## src/hw/link_defs.svh

```systemverilog
//////////////////////////////////////////////////////////////////////
// Link configuration
// Credit count, user data width and buffer depths
//////////////////////////////////////////////////////////////////////

`ifndef LINK_DEFS_SVH
`define LINK_DEFS_SVH

// Credits each side starts with, also the channel FIFO depth
`define LINK_NUM_CREDITS 8

// Width of one user data word
`define LINK_DATA_W 16

// Endpoint output register FIFO
`define LINK_OUT_DEPTH 2

`endif

```

## src/hw/link_pkg.sv

```systemverilog
//////////////////////////////////////////////////////////////////////
// Link package
// Packet tag, credit, data and payload types shared by the link
//////////////////////////////////////////////////////////////////////

`default_nettype none

`include "link_defs.svh"

package link_pkg;

  // Packet kind carried in the payload header
  typedef enum logic [1:0] {
    TagIdle = 2'b00,
    TagReq  = 2'b01,
    TagRsp  = 2'b10
  } link_tag_e;

  // Wide enough for 0 to LINK_NUM_CREDITS
  typedef logic [3:0] link_credit_t;

  typedef logic [`LINK_DATA_W-1:0] link_data_t;

  typedef struct packed {
    link_tag_e    tag;
    link_credit_t credit;
    link_data_t   data;
  } link_payload_t;

endpackage

`default_nettype wire

```

## src/hw/link_fifo.sv

```systemverilog
//////////////////////////////////////////////////////////////////////
// Stream FIFO
// Circular buffer with valid/ready on both sides, entry type by parameter
//////////////////////////////////////////////////////////////////////

`timescale 1ns/1ps
`default_nettype none

module link_fifo #(
  parameter int unsigned DEPTH = 2,
  parameter type         T     = logic
) (
  input  wire logic clk_i,
  input  wire logic arst_n_i,
  input  wire logic valid_i,
  output logic      ready_o,
  input  wire T     data_i,
  output logic      valid_o,
  input  wire logic ready_i,
  output T          data_o
);

  localparam int unsigned PTR_W = (DEPTH > 1) ? $clog2(DEPTH) : 1;
  localparam int unsigned CNT_W = $clog2(DEPTH + 1);

  T                 mem_q [DEPTH];
  logic [PTR_W-1:0] wr_ptr_q;
  logic [PTR_W-1:0] rd_ptr_q;
  logic [CNT_W-1:0] count_q;
  logic             push;
  logic             pop;

  // Head is registered storage, so a push shows up one cycle later
  assign ready_o = (count_q != CNT_W'(DEPTH));
  assign valid_o = (count_q != '0);
  assign data_o  = mem_q[rd_ptr_q];
  assign push    = valid_i & ready_o;
  assign pop     = valid_o & ready_i;

  always_ff @(posedge clk_i or negedge arst_n_i) begin
    if (!arst_n_i) begin
      wr_ptr_q <= '0;
      rd_ptr_q <= '0;
      count_q  <= '0;
    end else begin
      if (push) begin
        wr_ptr_q <= (wr_ptr_q == PTR_W'(DEPTH - 1)) ? '0 : wr_ptr_q + 1'b1;
      end
      if (pop) begin
        rd_ptr_q <= (rd_ptr_q == PTR_W'(DEPTH - 1)) ? '0 : rd_ptr_q + 1'b1;
      end
      if (push && !pop) begin
        count_q <= count_q + 1'b1;
      end else if (pop && !push) begin
        count_q <= count_q - 1'b1;
      end
    end
  end

  always_ff @(posedge clk_i) begin
    if (push) begin
      mem_q[wr_ptr_q] <= data_i;
    end
  end

  a_fill_bound: assert property (@(posedge clk_i) disable iff (!arst_n_i)
    count_q <= CNT_W'(DEPTH));

  // Stalled head must hold until taken
  a_head_stable: assert property (@(posedge clk_i) disable iff (!arst_n_i)
    valid_o && !ready_i |=> valid_o && $stable(data_o));

endmodule

`default_nettype wire

```

## src/hw/link_packer.sv

```systemverilog
//////////////////////////////////////////////////////////////////////
// Link packer
// Merges request and response streams into one payload stream and
// keeps the credit accounting for both directions
//////////////////////////////////////////////////////////////////////

`timescale 1ns/1ps
`default_nettype none

`include "link_defs.svh"

module link_packer import link_pkg::*; (
  input  wire logic         clk_i,
  input  wire logic         arst_n_i,
  input  wire logic         req_valid_i,
  input  wire link_data_t   req_data_i,
  input  wire logic         rsp_valid_i,
  input  wire link_data_t   rsp_data_i,
  input  wire logic         payload_ready_i,
  input  wire logic         pkt_acc_i,
  input  wire link_credit_t credit_ret_i,
  output logic              req_ready_o,
  output logic              rsp_ready_o,
  output logic              payload_valid_o,
  output link_payload_t     payload_o
);

  // Owed credits at which a credit-only packet goes out
  localparam int FORCE_THRESH = `LINK_NUM_CREDITS - 4;

  logic         entropy_q;
  link_credit_t credits_out_q;
  link_credit_t credits_out_d;
  link_credit_t credits_to_send_q;
  link_credit_t credits_to_send_d;
  logic         req_gnt;
  logic         rsp_gnt;
  logic         force_send;
  logic         credit_ok;
  logic         payload_fire;

  //////////////////////////////////////////////////////////////////////
  // Arbitration and payload forming
  //////////////////////////////////////////////////////////////////////

  // Entropy bit breaks the tie when both streams are valid
  assign req_gnt = req_valid_i & (~rsp_valid_i | ~entropy_q);
  assign rsp_gnt = rsp_valid_i & (~req_valid_i | entropy_q);

  assign force_send = (credits_to_send_q >= link_credit_t'(FORCE_THRESH));

  // Spend the last credit only when credits go back with it, otherwise
  // both sides could end up waiting on each other
  assign credit_ok = (credits_out_q > link_credit_t'(1)) ||
                     ((credits_out_q == link_credit_t'(1)) && (credits_to_send_q != '0));

  assign payload_valid_o = (req_gnt | rsp_gnt | force_send) & credit_ok;
  assign payload_fire    = payload_valid_o & payload_ready_i;

  assign req_ready_o = req_gnt & payload_fire;
  assign rsp_ready_o = rsp_gnt & payload_fire;

  always_comb begin
    payload_o        = '0;
    payload_o.credit = credits_to_send_q;
    if (req_gnt) begin
      payload_o.tag  = TagReq;
      payload_o.data = req_data_i;
    end else if (rsp_gnt) begin
      payload_o.tag  = TagRsp;
      payload_o.data = rsp_data_i;
    end
  end

  //////////////////////////////////////////////////////////////////////
  // Credit counters
  //////////////////////////////////////////////////////////////////////

  always_comb begin
    credits_out_d     = credits_out_q;
    credits_to_send_d = credits_to_send_q;
    // Send first, then add what came in on the same edge
    if (payload_fire) begin
      credits_out_d     = credits_out_q - 1'b1;
      credits_to_send_d = '0;
    end
    if (pkt_acc_i) begin
      credits_out_d     = credits_out_d + credit_ret_i;
      credits_to_send_d = credits_to_send_d + 1'b1;
    end
  end

  always_ff @(posedge clk_i or negedge arst_n_i) begin
    if (!arst_n_i) begin
      credits_out_q     <= link_credit_t'(`LINK_NUM_CREDITS);
      credits_to_send_q <= '0;
      entropy_q         <= 1'b0;
    end else begin
      credits_out_q     <= credits_out_d;
      credits_to_send_q <= credits_to_send_d;
      if (payload_fire) begin
        entropy_q <= ~entropy_q;
      end
    end
  end

  initial begin
    a_force_thresh: assert (FORCE_THRESH > 0);
  end

  // Far side can never return more than it was given
  a_max_credits: assert property (@(posedge clk_i) disable iff (!arst_n_i)
    credits_out_q <= link_credit_t'(`LINK_NUM_CREDITS));

endmodule

`default_nettype wire

```

## src/hw/link_unpacker.sv

```systemverilog
//////////////////////////////////////////////////////////////////////
// Link unpacker
// Routes incoming payloads to the request or response stream and
// reports accepted packets with their returned credits
//////////////////////////////////////////////////////////////////////

`timescale 1ns/1ps
`default_nettype none

module link_unpacker import link_pkg::*; (
  input  wire logic           clk_i,
  input  wire logic           arst_n_i,
  input  wire logic           rx_valid_i,
  input  wire link_payload_t  rx_payload_i,
  input  wire logic           req_ready_i,
  input  wire logic           rsp_ready_i,
  output logic                rx_ready_o,
  output logic                req_valid_o,
  output link_data_t          req_data_o,
  output logic                rsp_valid_o,
  output link_data_t          rsp_data_o,
  output logic                pkt_acc_o,
  output link_credit_t        credit_ret_o
);

  assign req_valid_o = rx_valid_i & (rx_payload_i.tag == TagReq);
  assign rsp_valid_o = rx_valid_i & (rx_payload_i.tag == TagRsp);
  assign req_data_o  = rx_payload_i.data;
  assign rsp_data_o  = rx_payload_i.data;

  // Ready follows the addressed stream
  always_comb begin
    unique case (rx_payload_i.tag)
      TagReq:  rx_ready_o = req_ready_i;
      TagRsp:  rx_ready_o = rsp_ready_i;
      // Credit-only packets are taken at once
      default: rx_ready_o = 1'b1;
    endcase
  end

  assign pkt_acc_o    = rx_valid_i & rx_ready_o;
  assign credit_ret_o = rx_payload_i.credit;

  a_no_spurious_valid: assert property (@(posedge clk_i) disable iff (!arst_n_i)
    !rx_valid_i |-> !req_valid_o && !rsp_valid_o && !pkt_acc_o);

endmodule

`default_nettype wire

```

## src/hw/link_endpoint.sv

```systemverilog
//////////////////////////////////////////////////////////////////////
// Link endpoint
// Packer feeding an output register FIFO, plus the receive unpacker
//////////////////////////////////////////////////////////////////////

`timescale 1ns/1ps
`default_nettype none

`include "link_defs.svh"

module link_endpoint import link_pkg::*; (
  input  wire logic          clk_i,
  input  wire logic          arst_n_i,
  // User streams into the link
  input  wire logic          req_valid_i,
  output logic               req_ready_o,
  input  wire link_data_t    req_data_i,
  input  wire logic          rsp_valid_i,
  output logic               rsp_ready_o,
  input  wire link_data_t    rsp_data_i,
  // User streams out of the link
  output logic               req_valid_o,
  input  wire logic          req_ready_i,
  output link_data_t         req_data_o,
  output logic               rsp_valid_o,
  input  wire logic          rsp_ready_i,
  output link_data_t         rsp_data_o,
  // Channel side
  output logic               tx_valid_o,
  input  wire logic          tx_ready_i,
  output link_payload_t      tx_payload_o,
  input  wire logic          rx_valid_i,
  output logic               rx_ready_o,
  input  wire link_payload_t rx_payload_i
);

  logic          payload_valid;
  logic          payload_ready;
  link_payload_t payload;
  logic          pkt_acc;
  link_credit_t  credit_ret;

  link_packer u_packer (
    .clk_i           (clk_i),
    .arst_n_i        (arst_n_i),
    .req_valid_i     (req_valid_i),
    .req_data_i      (req_data_i),
    .rsp_valid_i     (rsp_valid_i),
    .rsp_data_i      (rsp_data_i),
    .payload_ready_i (payload_ready),
    .pkt_acc_i       (pkt_acc),
    .credit_ret_i    (credit_ret),
    .req_ready_o     (req_ready_o),
    .rsp_ready_o     (rsp_ready_o),
    .payload_valid_o (payload_valid),
    .payload_o       (payload)
  );

  link_fifo #(
    .DEPTH (`LINK_OUT_DEPTH),
    .T     (link_payload_t)
  ) u_out_fifo (
    .clk_i    (clk_i),         .arst_n_i (arst_n_i),
    .valid_i  (payload_valid), .ready_o  (payload_ready), .data_i (payload),
    .valid_o  (tx_valid_o),    .ready_i  (tx_ready_i),    .data_o (tx_payload_o)
  );

  link_unpacker u_unpacker (
    .clk_i        (clk_i),        .arst_n_i     (arst_n_i),
    .rx_valid_i   (rx_valid_i),   .rx_payload_i (rx_payload_i),
    .req_ready_i  (req_ready_i),  .rsp_ready_i  (rsp_ready_i),
    .rx_ready_o   (rx_ready_o),
    .req_valid_o  (req_valid_o),  .req_data_o   (req_data_o),
    .rsp_valid_o  (rsp_valid_o),  .rsp_data_o   (rsp_data_o),
    .pkt_acc_o    (pkt_acc),      .credit_ret_o (credit_ret)
  );

endmodule

`default_nettype wire

```

## src/hw/link_top.sv

```systemverilog
//////////////////////////////////////////////////////////////////////
// Link top
// Endpoints A and B joined by one channel FIFO per direction
//////////////////////////////////////////////////////////////////////

`timescale 1ns/1ps
`default_nettype none

`include "link_defs.svh"

module link_top import link_pkg::*; (
  input  wire logic       clk_i,
  input  wire logic       arst_n_i,
  // Endpoint A
  input  wire logic       a_req_valid_i,
  output logic            a_req_ready_o,
  input  wire link_data_t a_req_data_i,
  input  wire logic       a_rsp_valid_i,
  output logic            a_rsp_ready_o,
  input  wire link_data_t a_rsp_data_i,
  output logic            a_req_valid_o,
  input  wire logic       a_req_ready_i,
  output link_data_t      a_req_data_o,
  output logic            a_rsp_valid_o,
  input  wire logic       a_rsp_ready_i,
  output link_data_t      a_rsp_data_o,
  // Endpoint B
  input  wire logic       b_req_valid_i,
  output logic            b_req_ready_o,
  input  wire link_data_t b_req_data_i,
  input  wire logic       b_rsp_valid_i,
  output logic            b_rsp_ready_o,
  input  wire link_data_t b_rsp_data_i,
  output logic            b_req_valid_o,
  input  wire logic       b_req_ready_i,
  output link_data_t      b_req_data_o,
  output logic            b_rsp_valid_o,
  input  wire logic       b_rsp_ready_i,
  output link_data_t      b_rsp_data_o
);

  // Channel 0 runs A to B, channel 1 runs B to A
  logic          ch_in_valid  [2];
  logic          ch_in_ready  [2];
  link_payload_t ch_in_data   [2];
  logic          ch_out_valid [2];
  logic          ch_out_ready [2];
  link_payload_t ch_out_data  [2];

  link_endpoint u_ep_a (
    .clk_i        (clk_i),           .arst_n_i     (arst_n_i),
    .req_valid_i  (a_req_valid_i),   .req_ready_o  (a_req_ready_o),
    .req_data_i   (a_req_data_i),
    .rsp_valid_i  (a_rsp_valid_i),   .rsp_ready_o  (a_rsp_ready_o),
    .rsp_data_i   (a_rsp_data_i),
    .req_valid_o  (a_req_valid_o),   .req_ready_i  (a_req_ready_i),
    .req_data_o   (a_req_data_o),
    .rsp_valid_o  (a_rsp_valid_o),   .rsp_ready_i  (a_rsp_ready_i),
    .rsp_data_o   (a_rsp_data_o),
    .tx_valid_o   (ch_in_valid[0]),  .tx_ready_i   (ch_in_ready[0]),
    .tx_payload_o (ch_in_data[0]),
    .rx_valid_i   (ch_out_valid[1]), .rx_ready_o   (ch_out_ready[1]),
    .rx_payload_i (ch_out_data[1])
  );

  link_endpoint u_ep_b (
    .clk_i        (clk_i),           .arst_n_i     (arst_n_i),
    .req_valid_i  (b_req_valid_i),   .req_ready_o  (b_req_ready_o),
    .req_data_i   (b_req_data_i),
    .rsp_valid_i  (b_rsp_valid_i),   .rsp_ready_o  (b_rsp_ready_o),
    .rsp_data_i   (b_rsp_data_i),
    .req_valid_o  (b_req_valid_o),   .req_ready_i  (b_req_ready_i),
    .req_data_o   (b_req_data_o),
    .rsp_valid_o  (b_rsp_valid_o),   .rsp_ready_i  (b_rsp_ready_i),
    .rsp_data_o   (b_rsp_data_o),
    .tx_valid_o   (ch_in_valid[1]),  .tx_ready_i   (ch_in_ready[1]),
    .tx_payload_o (ch_in_data[1]),
    .rx_valid_i   (ch_out_valid[0]), .rx_ready_o   (ch_out_ready[0]),
    .rx_payload_i (ch_out_data[0])
  );

  // Each channel holds as many packets as the sender has credits
  for (genvar i = 0; i < 2; i++) begin : g_channel
    link_fifo #(
      .DEPTH (`LINK_NUM_CREDITS),
      .T     (link_payload_t)
    ) u_channel (
      .clk_i   (clk_i),           .arst_n_i (arst_n_i),
      .valid_i (ch_in_valid[i]),  .ready_o  (ch_in_ready[i]),  .data_i (ch_in_data[i]),
      .valid_o (ch_out_valid[i]), .ready_i  (ch_out_ready[i]), .data_o (ch_out_data[i])
    );
  end

endmodule

`default_nettype wire

```

## config.mk

```make
export PLATFORM = sky130hd
export DESIGN_NAME = link_top
export DESIGN_NICKNAME = d
export VERILOG_FILES = /design/src/hw/link_pkg.sv /design/src/hw/link_fifo.sv /design/src/hw/link_packer.sv /design/src/hw/link_unpacker.sv /design/src/hw/link_endpoint.sv /design/src/hw/link_top.sv
export VERILOG_INCLUDE_DIRS = /design/src /design/src/hw
export SDC_FILE = /design/constraint.sdc
export NUM_CORES = 1
export LEC_CHECK = 0
export BUFFER_PORTS_ARGS = -buffer_cell sky130_fd_sc_hd__buf_2
export CORE_ASPECT_RATIO = 1.1
export CORE_MARGIN = 10
export CORE_UTILIZATION = 45
export DETAILED_ROUTE_END_ITERATION = 16
export PLACE_DENSITY = 0.73
export SLEW_MARGIN = 20
export SYNTH_ARGS = -nofsm -noshare
export SYNTH_HDL_FRONTEND = slang
export SYNTH_SLANG_ARGS = --single-unit
export TNS_END_PERCENT = 50
```

## constraint.sdc

```tcl
create_clock -name clk_i -period 11.6 [get_ports clk_i]
set_input_delay 1.74 -clock clk_i [delete_from_list [all_inputs] [get_ports clk_i]]
set_output_delay 1.74 -clock clk_i [all_outputs]
set_load 0.1 [all_outputs]
```

==> impl_metrics.tcl <==
set metrics [dict create \
    syn_inst 996 \
    ant_nets 0 \
    core_sq_um 43400 \
    ys_warn_count 0 \
    synth_top_area_frac 0.667 \
    wl_per_cell_um 21.8 \
    synth_enable_flop_cells 440 \
    grt_pass1_vias 10100 \
    die_h_um 240 \
    io_buffer_count 145 \
    clock_latency_ps 570 \
    fmax_mhz 185 \
    crit_start "g_channel[1].u_channel.rd_ptr_q[0]$_DFFE_PN0N_" \
    syn_to_final_growth_pct 14.9 \
    synthesis.area_sq_um 19800 \
    drt_iter0_drc 566 \
    syn_area_per_cell_sq_um 19.9 \
    async_flop_share 0.0947 \
    setup_viol 0 \
    rsz0062_at_grt "no" \
    fin_crit_sh 0.465 \
    start_util 0.456 \
    vias_per_cell 5.40 \
    regToRegStartpoint "g_channel[1].u_channel.rd_ptr_q[0]$_DFFE_PN0N_" \
    cts_max_path_buffers 3 \
    synth-xor-area-share 0.0173 \
    grt_start_max_net_pins 48 \
    synth_area_leaders "edfxtp_1 (67%), mux4_2 (10%), dfrtp_1 (5.6%)" \
    status "finished, final reports clean" \
    hold_buffers 0 \
    end_kind "primary output" \
    synth_top_area_cell "edfxtp_1" \
    hpwl_um 23500 \
    ioPinCount 146 \
    antenna_found_initial 0 \
    dr.pass1.iters 5 \
    reg2regPathDepth 16 \
    final.min_clock_period_ps 5390 \
    regToRegSetupSlack_ps 6830 \
    synth_flop_cell "edfxtp_1" \
    cts_resized 0 \
    cts_sinks 486 \
    synthSimpleGateAreaFrac 0.0283 \
    worstMarginPinSlew_ps 1060 \
    r2r-end "g_channel[1].u_channel.count_q[3]$_DFFE_PN0P_" \
    hold_violations 0 \
    layout_commonest_cell "edfxtp_1" \
    row_count 80 \
    critPathKind "reg -> out" \
    synth.distinct_cells 43 \
    synth_top_family_by_area "multiplexers" \
    start_kind "flop" \
    synth_fa_ha_area_frac 0.0243 \
    fin_nets 1268 \
    clock_skew_ps 13.5 \
    drc_errors 0 \
    ys_seq_area_frac 0.726 \
    drt-total-wl_um 38500 \
    synth_compound_area_frac 0.0238 \
    cp_max_fo 30 \
    fin_tns_setup_ps 0 \
    overflow 0 \
    layout_common_cells "edfxtp_1 (440), buf_2 (145), mux2_2 (92), mux4_2 (88), clkbuf_16 (49)" \
    synth_mux_area_frac 0.156 \
    cp.arrival_ps 3650 \
    die-area_sq_um 52800 \
    ys_seq_elements 486 \
    slew_viol_final 0 \
    cts_buffers 47 \
    grtUsageTotal 0.147 \
    relSlewSlack 0.284 \
    layout-drive-gt1-share 0.386 \
    htreeDepth 2 \
    fin_ws_ps 6210 \
    vias 9533 \
    post-cts-setup-buffer-count 0 \
    root_buffer "clkbuf_16" \
    clk_pin_slew_ps 60 \
    endpoint "a_req_valid_o" \
    maxCapViolations 0 \
    grt_pass1_wl_um 59600 \
    worst-endpoint-required_ps 9860 \
    antennaDiodeCount 0 \
    holdCritPathClass "reg -> reg" \
    place_ws_ps 6700 \
    gp_congestion 0.756 \
    synth_fp_nets 1106 \
    cts_tree "yes" \
    die_w_um 220 \
]
-- state kept, by name, summed over array words and instances (netlist names) --
register	cells
u_ep_a.u_out_fifo.mem_q	44
u_ep_b.u_packer.credits_to_send_q	4
u_ep_a.u_out_fifo.count_q	2
g_channel.u_channel.wr_ptr_q	6
u_ep_b.u_out_fifo.rd_ptr_q	1
u_ep_b.u_out_fifo.mem_q	44
u_ep_b.u_out_fifo.count_q	2
u_ep_b.u_packer.credits_out_q	4
u_ep_a.u_packer.credits_out_q	4
g_channel.u_channel.count_q	8
u_ep_a.u_out_fifo.wr_ptr_q	1
u_ep_a.u_packer.entropy_q	1
u_ep_a.u_out_fifo.rd_ptr_q	1
u_ep_a.u_packer.credits_to_send_q	4
g_channel.u_channel.rd_ptr_q	6
u_ep_b.u_out_fifo.wr_ptr_q	1
g_channel.u_channel.mem_q	352
u_ep_b.u_packer.entropy_q	1
-- synthesized netlist by cell type (6+ instances only) --
cell        n
nor3_1      8
mux2_2     92
ha_1       32
xnor2_1    22
buf_4      32
nand2_1    32
inv_1      20
nor4b_1     6
a21o_1      6
a22o_1     32
and3_1      6
xor2_1     12
nor2_1     12
buf_2       8
mux2i_1     8
o21ai_0     7
nor2b_1     6
clkbuf_1   22
edfxtp_1  440
nor4_1      7
mux4_2     88
dfrtp_1    44
-- area by class of cell --
class / count / area (sq um)
clock buffer: 61 / 1280
clock inverter: 23 / 250
fill: 3359 / 20700
inverter: 22 / 82.6
multi-input combinational: 420 / 5060
sequential: 486 / 14400
tap: 574 / 718
timing repair buffer: 181 / 996
-- worst min-delay path by stage --
stage          slack (ps)                                       endpoint  cells past startpoint                                          start
5_1_grt               520          u_ep_a.u_packer.entropy_q$_DFFE_PN0P_                      1          u_ep_a.u_packer.entropy_q$_DFFE_PN0P_
3_3_place_gp          490  g_channel[0].u_channel.count_q[3]$_DFFE_PN0P_                      1  g_channel[0].u_channel.count_q[3]$_DFFE_PN0P_
2_1_floorplan         460         u_ep_a.u_out_fifo.wr_ptr_q$_DFFE_PN0P_                      1         u_ep_a.u_out_fifo.wr_ptr_q$_DFFE_PN0P_
6_report              510  g_channel[0].u_channel.count_q[3]$_DFFE_PN0P_                      1  g_channel[0].u_channel.count_q[3]$_DFFE_PN0P_
3_5_place_dp          490  g_channel[0].u_channel.count_q[3]$_DFFE_PN0P_                      1  g_channel[0].u_channel.count_q[3]$_DFFE_PN0P_
4_1_cts               510  g_channel[0].u_channel.count_q[3]$_DFFE_PN0P_                      1  g_channel[0].u_channel.count_q[3]$_DFFE_PN0P_
-- kinds of logic after synthesis --
logic type / count (synthesis)
buf+inv: 90
mux: 188
flops: 486
fa+ha+maj: 36
simple gates: 101
compound gates: 59
xor+xnor: 36
-- through the flow --
step           cell area, sq um  cells  hold slack (ps)  utilization
2_1_floorplan             19800    996              460            -
3_3_place_gp              21200   1683              494        0.488
3_5_place_dp              21200   1683              492        0.488
4_1_cts                   22700   1767              509        0.524
5_1_grt                   22800   1767              520        0.524
6_report                  22800   1767              507        0.524
-- worst max-delay path, cell delays in order (launching register included) --
cell	delay [ps]
dfrtp_2	730
buf_4	590
mux4_2	580
mux2i_1	320
ha_1	240
nor2b_1	150
buf_2	450
-- routing by layer --
metal	GRT usage	wire, um	vias to the layer above
met5	0	0	-
met4	0.0488	1010	0
met3	0.0258	2210	67
met2	0.252	19500	256
met1	0.186	15800	4927
li1	-	-	4283
Power is left out: the tool's default activity adds up to more than one toggle a clock period on the data nets, which glitch-free logic cannot reach.
